### config.mk
export PLATFORM = sky130hd
export DESIGN_NAME = memory_stage
export DESIGN_NICKNAME = d
export VERILOG_FILES = /design/src/mem_pkg.sv /design/src/amo_alu.sv /design/src/memory_stage.sv
export SDC_FILE = /design/constraint.sdc
export NUM_CORES = 1
export LEC_CHECK = 0
export BUFFER_PORTS_ARGS = -buffer_cell sky130_fd_sc_hd__buf_4
export CAP_MARGIN = 20
export CORE_MARGIN = 4
export CORE_UTILIZATION = 60
export DETAILED_ROUTE_END_ITERATION = 6
export GPL_ROUTABILITY_DRIVEN = 0
export GPL_TIMING_DRIVEN = 0
export PLACE_DENSITY = 0.88
export SLEW_MARGIN = 30
export SYNTH_ARGS = -nofsm -noshare
export SYNTH_HDL_FRONTEND = slang
export SYNTH_SLANG_ARGS = --single-unit
export TNS_END_PERCENT = 5
### constraint.sdc
create_clock -name clk -period 7.4 [get_ports clk]
set_clock_uncertainty 0.1 [all_clocks]
set_input_delay 1.48 -clock clk [delete_from_list [all_inputs] [get_ports clk]]
set_output_delay 1.48 -clock clk [all_outputs]
set_load 0.1 [all_outputs]
### src/mem_pkg.sv
package mem_pkg;

    localparam int xlen        = 32;
    localparam int addr_w      = 10;  // 1 KiB of data RAM
    localparam int iid_w       = 4;
    localparam int ram_latency = 2;
    localparam int ram_words   = 2 ** (addr_w - 2);
    localparam int lat_cnt_w   = $clog2(ram_latency + 1);

    // memory stage states
    localparam logic [1:0] st_idle       = 2'd0;
    localparam logic [1:0] st_wait_ready = 2'd1;
    localparam logic [1:0] st_wait_valid = 2'd2;

    typedef enum logic [1:0] {
        sel_none   = 2'd0,
        sel_load   = 2'd1,
        sel_store  = 2'd2,
        sel_atomic = 2'd3
    } mem_sel_t;

    typedef enum logic [1:0] {
        size_b = 2'd0,
        size_h = 2'd1,
        size_w = 2'd2
    } mem_size_t;

    typedef enum logic [3:0] {
        amo_lr   = 4'd0,
        amo_sc   = 4'd1,
        amo_swap = 4'd2,
        amo_add  = 4'd3,
        amo_xor  = 4'd4,
        amo_and  = 4'd5,
        amo_or   = 4'd6,
        amo_min  = 4'd7,
        amo_max  = 4'd8,
        amo_minu = 4'd9,
        amo_maxu = 4'd10
    } amo_sel_t;

    // op field, meaning depends on mem_sel_t
    typedef union packed {
        struct packed {
            logic      is_signed;
            logic      rsvd;
            mem_size_t size;
        } plain;          // sel_load, sel_store
        amo_sel_t amo;    // sel_atomic
    } mem_op_u;

endpackage

### src/amo_alu.sv
`timescale 1ns/1ps

module amo_alu (
    input  mem_pkg::amo_sel_t         amo_sel,
    input  logic [mem_pkg::xlen-1:0]  old_data,
    input  logic [mem_pkg::xlen-1:0]  operand,
    output logic [mem_pkg::xlen-1:0]  new_data
);

    logic lt_signed;
    logic lt_unsigned;

    assign lt_signed   = $signed(old_data) < $signed(operand);
    assign lt_unsigned = old_data < operand;

    always_comb begin
        case (amo_sel)
            mem_pkg::amo_add:  new_data = old_data + operand;
            mem_pkg::amo_xor:  new_data = old_data ^ operand;
            mem_pkg::amo_and:  new_data = old_data & operand;
            mem_pkg::amo_or:   new_data = old_data | operand;
            mem_pkg::amo_min:  new_data = lt_signed ? old_data : operand;
            mem_pkg::amo_max:  new_data = lt_signed ? operand : old_data;
            mem_pkg::amo_minu: new_data = lt_unsigned ? old_data : operand;
            mem_pkg::amo_maxu: new_data = lt_unsigned ? operand : old_data;
            // swap and sc write rs2 unchanged
            default:           new_data = operand;
        endcase
    end

endmodule

### src/memory_stage.sv
`timescale 1ns/1ps

module memory_stage (
    input  logic                         clk,
    input  logic                         rst_n,

    input  logic                         mem_valid,
    input  logic [mem_pkg::iid_w-1:0]    mem_inst_id,
    input  mem_pkg::mem_sel_t            mem_sel,
    input  mem_pkg::mem_op_u             mem_op,
    input  logic [mem_pkg::addr_w-1:0]   mem_addr,
    input  logic [mem_pkg::xlen-1:0]     mem_wdata,

    output logic                         dreq_valid,
    output logic                         dreq_wen,
    output logic [mem_pkg::addr_w-1:0]   dreq_addr,
    output logic [mem_pkg::xlen-1:0]     dreq_wdata,
    output mem_pkg::mem_size_t           dreq_size,
    input  logic                         dreq_ready,

    input  logic                         dresp_valid,
    input  logic [mem_pkg::xlen-1:0]     dresp_rdata,

    output logic                         wb_valid,
    output logic [mem_pkg::iid_w-1:0]    wb_inst_id,
    output logic [mem_pkg::xlen-1:0]     wb_rdata,
    output logic                         stall
);

    logic [1:0]                    state;
    logic                          executed;
    logic [mem_pkg::iid_w-1:0]     saved_id;
    mem_pkg::mem_sel_t             replace_sel;  // kind of the phase in flight
    mem_pkg::mem_sel_t             cur_sel;
    logic                          may_start;

    logic                          resv_valid;
    logic [mem_pkg::addr_w-1:0]    resv_addr;
    logic                          sc_hit;
    logic                          sc_ok;
    logic                          lr_start;

    logic [mem_pkg::xlen-1:0]      saved_rdata;
    logic [mem_pkg::xlen-1:0]      amo_wdata;

    assign may_start = !executed || saved_id != mem_inst_id;

    always_comb begin
        if (!mem_valid)
            cur_sel = mem_pkg::sel_none;
        else if (replace_sel != mem_pkg::sel_none)
            cur_sel = replace_sel;
        else if (state == mem_pkg::st_idle && may_start)
            cur_sel = mem_sel;
        else
            cur_sel = mem_pkg::sel_none;
    end

    assign sc_hit   = resv_valid && resv_addr == mem_addr;
    assign lr_start = state == mem_pkg::st_idle && cur_sel == mem_pkg::sel_atomic
                      && mem_op.amo == mem_pkg::amo_lr;

    amo_alu u_amo (
        .amo_sel  (mem_op.amo),
        .old_data (saved_rdata),
        .operand  (mem_wdata),
        .new_data (amo_wdata)
    );

    assign dreq_valid = mem_valid && state == mem_pkg::st_wait_ready;
    assign dreq_wen   = replace_sel == mem_pkg::sel_store;
    assign dreq_addr  = mem_addr;
    assign dreq_wdata = mem_sel == mem_pkg::sel_atomic ? amo_wdata : mem_wdata;
    assign dreq_size  = mem_sel == mem_pkg::sel_atomic ? mem_pkg::size_w : mem_op.plain.size;

    assign stall = mem_valid && (state != mem_pkg::st_idle || cur_sel != mem_pkg::sel_none);

    assign wb_valid   = mem_valid;
    assign wb_inst_id = mem_inst_id;

    always_comb begin
        case (mem_sel)
            mem_pkg::sel_load: begin
                case (mem_op.plain.size)
                    mem_pkg::size_b:
                        wb_rdata = mem_op.plain.is_signed ?
                            {{(mem_pkg::xlen-8){saved_rdata[7]}}, saved_rdata[7:0]} :
                            {{(mem_pkg::xlen-8){1'b0}}, saved_rdata[7:0]};
                    mem_pkg::size_h:
                        wb_rdata = mem_op.plain.is_signed ?
                            {{(mem_pkg::xlen-16){saved_rdata[15]}}, saved_rdata[15:0]} :
                            {{(mem_pkg::xlen-16){1'b0}}, saved_rdata[15:0]};
                    default:
                        wb_rdata = saved_rdata;
                endcase
            end
            mem_pkg::sel_atomic: begin
                if (mem_op.amo == mem_pkg::amo_sc)
                    wb_rdata = {{(mem_pkg::xlen-1){1'b0}}, !sc_ok};  // 0 on success
                else
                    wb_rdata = saved_rdata;  // lr and amo give the old word
            end
            default: wb_rdata = '0;
        endcase
    end

    always_ff @(posedge clk or negedge rst_n) begin
        if (!rst_n) begin
            state       <= mem_pkg::st_idle;
            executed    <= 1'b0;
            saved_id    <= '0;
            replace_sel <= mem_pkg::sel_none;
            resv_valid  <= 1'b0;
            sc_ok       <= 1'b0;
        end else begin
            if (mem_valid)
                saved_id <= mem_inst_id;

            if (cur_sel == mem_pkg::sel_none) begin
                state       <= mem_pkg::st_idle;
                replace_sel <= mem_pkg::sel_none;
            end else begin
                case (state)
                    mem_pkg::st_idle: begin
                        executed <= 1'b0;
                        state    <= mem_pkg::st_wait_ready;
                        if (cur_sel == mem_pkg::sel_atomic) begin
                            case (mem_op.amo)
                                mem_pkg::amo_lr: begin
                                    replace_sel <= mem_pkg::sel_load;
                                    resv_valid  <= 1'b1;
                                end
                                mem_pkg::amo_sc: begin
                                    resv_valid <= 1'b0;  // any sc drops the reservation
                                    sc_ok      <= sc_hit;
                                    if (sc_hit) begin
                                        replace_sel <= mem_pkg::sel_store;
                                    end else begin
                                        state       <= mem_pkg::st_idle;
                                        replace_sel <= mem_pkg::sel_none;
                                        executed    <= 1'b1;
                                    end
                                end
                                default: replace_sel <= mem_pkg::sel_atomic;
                            endcase
                        end else begin
                            replace_sel <= cur_sel;
                        end
                    end
                    mem_pkg::st_wait_ready: begin
                        if (dreq_ready) begin
                            if (replace_sel == mem_pkg::sel_store) begin
                                state       <= mem_pkg::st_idle;
                                replace_sel <= mem_pkg::sel_none;
                                executed    <= 1'b1;
                            end else begin
                                state <= mem_pkg::st_wait_valid;
                            end
                        end
                    end
                    mem_pkg::st_wait_valid: begin
                        if (dresp_valid) begin
                            state <= mem_pkg::st_idle;
                            if (replace_sel == mem_pkg::sel_atomic) begin
                                replace_sel <= mem_pkg::sel_store;  // write-back phase
                            end else begin
                                replace_sel <= mem_pkg::sel_none;
                                executed    <= 1'b1;
                            end
                        end
                    end
                    default: state <= mem_pkg::st_idle;
                endcase
            end
        end
    end

    always_ff @(posedge clk) begin
        if (lr_start)
            resv_addr <= mem_addr;
        if (state == mem_pkg::st_wait_valid && dresp_valid)
            saved_rdata <= dresp_rdata;
    end

    // request must hold until the RAM takes it
    a_req_hold: assert property (@(posedge clk) disable iff (!rst_n)
        dreq_valid && !dreq_ready |=> dreq_valid && $stable(dreq_addr));

    a_resp_expected: assert property (@(posedge clk) disable iff (!rst_n)
        dresp_valid |-> state == mem_pkg::st_wait_valid);

endmodule
# After elaboration in Yosys (flattened, before gate mapping)
# Cells that the tools add are included.
# op_classes
add_sub_neg	1
multipliers	0
div	0
n_lt_le_gt_ge	2
n_eq_ne	26
n_shift	0
muxes	41
bitwise_logic	4
n_reduce_logical	26
# op_table
cell	n
$mux 32	8
$pmux 32 s8	1
$pmux 32 s2	2
$lt 32x32->1	2
$add 32x32->32	1
$and 32x32->32	1
$or 32x32->32	1
$xor 32x32->32	1
$mux 2	15
$eq 4x3->1 const B	4
$eq 4x4->1 const B	3
$pmux 2 s3	2
$reduce_and 4->1	3
$eq 10x10->1	1
$eq 2x2->1 const B	5
$mux 1	10
$ne 2x2->1 const B	4
$reduce_bool 2->1	4
$logic_and 1x1->1	7
$eq 2x1->1 const B	3
$logic_not 2->1	3
$ne 3x2->1 const B	2
$reduce_and 6->1	1
$eq 4x1->1 const B	1
13 further kinds	15
# totals
reg_bits	53
latchBits	0
mem_bits_rw	0
rom_bits	0
input_bits	89
out_inout_bits	84
wordCells	108
n_memories	0

# Depth between registers and ports, before layout
# depth
word_depth	10
mapped_depth	15
mapped_depth_nobuf	12

# Hierarchy
# From an unflattened synthesis, not the netlist that was laid out.
# unflattened
cells_unflattened	979
hier_area_um2	7891.3
# by_module_without_submodules
mod	n_inst	cells_each	area_per_inst_um2
amo_alu	1	734	4799.6
memory_stage	1	245	3091.7

# Worst setup path before layout
# OpenSTA, ideal clock, no wires.
# synth_timing
path_type	input to output
start	in mem_wdata[30] (netlist bit)
end	out dreq_wdata[29] (netlist bit)
arrival_ns	6.094
t_required_ns	5.820
slack_ns	-0.274
cell_stages	14
path_buffers	2
path_cell_list	inv_1 > ha_1 > inv_1 > a221oi_2 > nor2_1 > or3_1 > a221o_1 > o31a_1 > o221a_2 > nor3_2 > buf_4 > buf_6 > a221oi_1 > o21ai_0
# synth_via
elab_chain_len	4
elab_cells_between_ends	8
# synth_rtl
element	line	source
start, declared	memory_stage.sv:12	input logic [mem_pkg::xlen-1:0] mem_wdata,
$lt 32x32->1 (on tied branches)	amo_alu.sv:14, amo_alu.sv:13	
$mux 32 (on tied branches)	--	
$pmux 32 s8 *	amo_alu.sv:17	case (amo_sel)
$mux 32 *	memory_stage.sv:73	assign dreq_wdata = mem_sel == mem_pkg::sel_atomic ? amo_wdata : mem_wdata;
end, declared	memory_stage.sv:17	output logic [mem_pkg::xlen-1:0] dreq_wdata,
# Mark *: on every way between the ends. The rest lies on a longest branch, timed or not.

# Worst setup path in the final report
# layout_timing
start	in mem_wdata[25] (netlist bit)
end	out dreq_wdata[19] (netlist bit)
# The elaborated chain is that of the path after synthesis.

==> metrics <==
status completed; Crit path top cell by count buf_4; I/O pin cnt 173; slowest CP cell mux2i_1; LEAKAGE 4.19 nW; WL per Instance 19.6 microns; clock period minus final worst setup slack 6880 ps; initial drt markers 906; XOR/XNOR Fraction of Synth Area 0.0374; setup TNS 0 ps; post-synthesis compound-gate area fraction 0.284; Post-synth ARST share 0.208; CP peak stage delay 500 ps; Resized Gates After CTS 0; Area Growth Syn to Fin 23.4%; CP Buf/Inv Count 5; Slew HR 0.342; RSZ-0062 raised after global routing false; Crit path required time 5820 ps; most common cell in the netlist ha_1; startpoint class of the critical path primary input; count of cell types in the netlist 68; final hold violations 0; total power 0.00146 W; CTS buffer count 5; multi-input logic area 4870 sq um; Worst Setup SP mem_wdata[25]; ys flop type edfxtp_1; Reg2Reg Setup Slack 4440 ps; Area contributors post-synth edfxtp_1, ha_1, inv_1, a21oi_1, nand2_1; Slew @ Worst Pin 985 ps; Post-DRT Antenna Nets 0; drt drc 0; VDD IR-drop max 0.217 mV; P_int 0.000733 W; dpl hpwl 17700 microns; Max Root-Sink Buffers 2; Routed WL 23600 microns; post-synthesis sequential area ratio 0.219; CP Cell Sequence buf_4 > inv_1 > ha_1 > buf_4 > nor2b_1 > o21ai_0 > a21oi_1 > or3_1 > a221o_1 > nor2_1 > mux2i_1 > or3b_4 > buf_2 > nand2_1 > o21ai_1 > buf_4; root buffer cell clkbuf_16; clock power share 0.187; post-synthesis mux area share 0.0187; Crit path max-delay family simple AND/OR/NAND/NOR gates; Worst-Skew Late Latency 320 ps; starting density of the core 0.615; Overall Global Routing Usage 0.339; remaining global-route overflow 0; Reg-to-Reg End resv_addr[7]; Crit. End Element output port; final setup fails 0; FF+latch count, synth 53; largest family of logic cells by synthesized area compound AO/OA/AOI/OAI gates; ANT cells 0; vias per cell 6.43; Post-Synth Simple-Gate Area 0.170; crit share post-route 0.930; achievable frequency 0.145 GHz; clk slew on worst S/H paths 80 ps; row count 39; share of total power in combinational logic 0.559; Die Span Y 116 microns; Worst Setup EP dreq_wdata[19]; hold path cells 1; Sw Share 0.497; nets@finish 1250; critical path class primary input to output port; CTS sink count 53; P_sw 0.000724 W; vias in the first global route 7243; initial antenna violation count 0; cts hold-fix bufs 0; power per standard cell area 168 nW/um^2; first-pass GRT wire length 36300 microns; syn_area_per_cell 7.95 sq um; Register Area 1540 sq um; Post-synth EDFFs 42; H-tree depth 2; Die ar. 13500 sq um; top cell type's share of synthesized area 0.179; Post-CTS Setup Bufs 0; Fillers 881; largest net degree at the start of global routing 21; Post-Syn Area 7030 sq um; Syn. warnings 0; Commonest cells post-synth ha_1, inv_1, nand2_1; IO buf count 169; via count 7754; Hold WC Path Type register to register; max-slew violations 0; Cells after Synth 884; critical path peak fanout 10; CTS tree done; Seq pwr share 0.254; area leader, netlist edfxtp_1; Worst Reg-to-Reg Cells 7; Worst R2R Start state[0]; Mapped Nets 1073; Die W 116 microns; 1st-pass router iterations 6; hold_sp executed; core footprint 11400 sq um; layout cell share with drive strength beyond 1 0.215; total of max-cap violations 0; CP Data Arrival Time 5300 ps; area share of fa/ha/maj cells after synthesis 0.179; stages on the worst setup path 16
## power by group through the flow
stage / combinational (W) / sequential (W) / clock, W
6_report: 0.000815 / 0.000370 / 0.000272
3_3_place_gp: 0.000780 / 0.000375 / 0
2_1_floorplan: 0.000604 / 0.000369 / 0
4_1_cts: 0.000805 / 0.000369 / 0.000266
5_1_grt: 0.000867 / 0.000373 / 0.000279
3_5_place_dp: 0.000799 / 0.000376 / 0
## state kept, by name, indices dropped and copies added (netlist names)
register,count
state,2
resv_valid,1
saved_rdata,32
saved_id,4
executed,1
sc_ok,1
resv_addr,10
replace_sel,2
## placed cells by master, fill, tap and decap left out, drive strengths merged, types with 5 or more instances in the layout
cell type  instances
inv               85
a22oi             11
o221ai             8
or3                6
buf              193
nand4              8
a21boi             9
and2               9
a221o              7
nand2             77
edfxtp            42
a221oi            25
nor4               7
a31oi              8
o211ai            10
o31ai             14
nor2b             10
nor3              10
o21ai             68
o22ai              5
mux2               6
dfrtp             11
a21o              38
o2111ai            5
clkbuf            46
nand3             15
mux2i              6
nand2b             7
xnor2             25
ha                99
xor2               5
and3              13
a21oi             61
a211oi             5
nor2              67
## logic make-up after synthesis
| logic type | count (synthesis) |
|---|---|
| compound gates | 296 |
| fa+ha+maj | 100 |
| xor+xnor | 30 |
| mux | 12 |
| buf+inv | 147 |
| simple gates | 246 |
| flops | 53 |
## metrics by stage
step	std cells	hold WS [ps]	cell area (sq um)	utilization	worst slack [ps]
global route	1205	442	8680	0.760	410
detailed placement	1197	403	8520	0.746	709
CTS	1205	420	8680	0.760	689
global placement	1196	396	8480	0.742	684
finish	1205	417	8680	0.760	519
floorplan	884	370	7030	-	-267
## how the worst min path moves through the flow
stage / to
2_1_floorplan: sc_ok
3_3_place_gp: executed
3_5_place_dp: executed
4_1_cts: executed
5_1_grt: executed
6_report: executed
## worst reg2reg max path: cells and delay by family, from the launching register on
| kind | cells | cell delay (ps) |
|---|---|---|
| DFF | 1 | 420 |
| and+or+nand+nor | 3 | 1270 |
| AOI/OAI and AO/OA | 2 | 460 |
| buffers and inverters | 1 | 90 |
| adders and majority gates | 1 | 250 |
## area by class of cell
cell class | instances | share of cell area
clock inverter | 2 | 0.00202
clock buffer | 6 | 0.0160
tap | 143 | 0.0206
timing repair buffer | 170 | 0.149
inverter | 84 | 0.0363
multi-input combinational | 684 | 0.561
buffer | 63 | 0.0376
sequential | 53 | 0.177
## layer usage
metal  up-vias  routed length [microns]  global-route usage
li1       3542                        -                   -
met1      3545                     8850               0.420
met2       566                    10600               0.550
met3       101                     3070              0.0933
met4         0                     1040               0.152
met5         -                        0                   0
No activity file was read; power rests on OpenSTA's default activity.
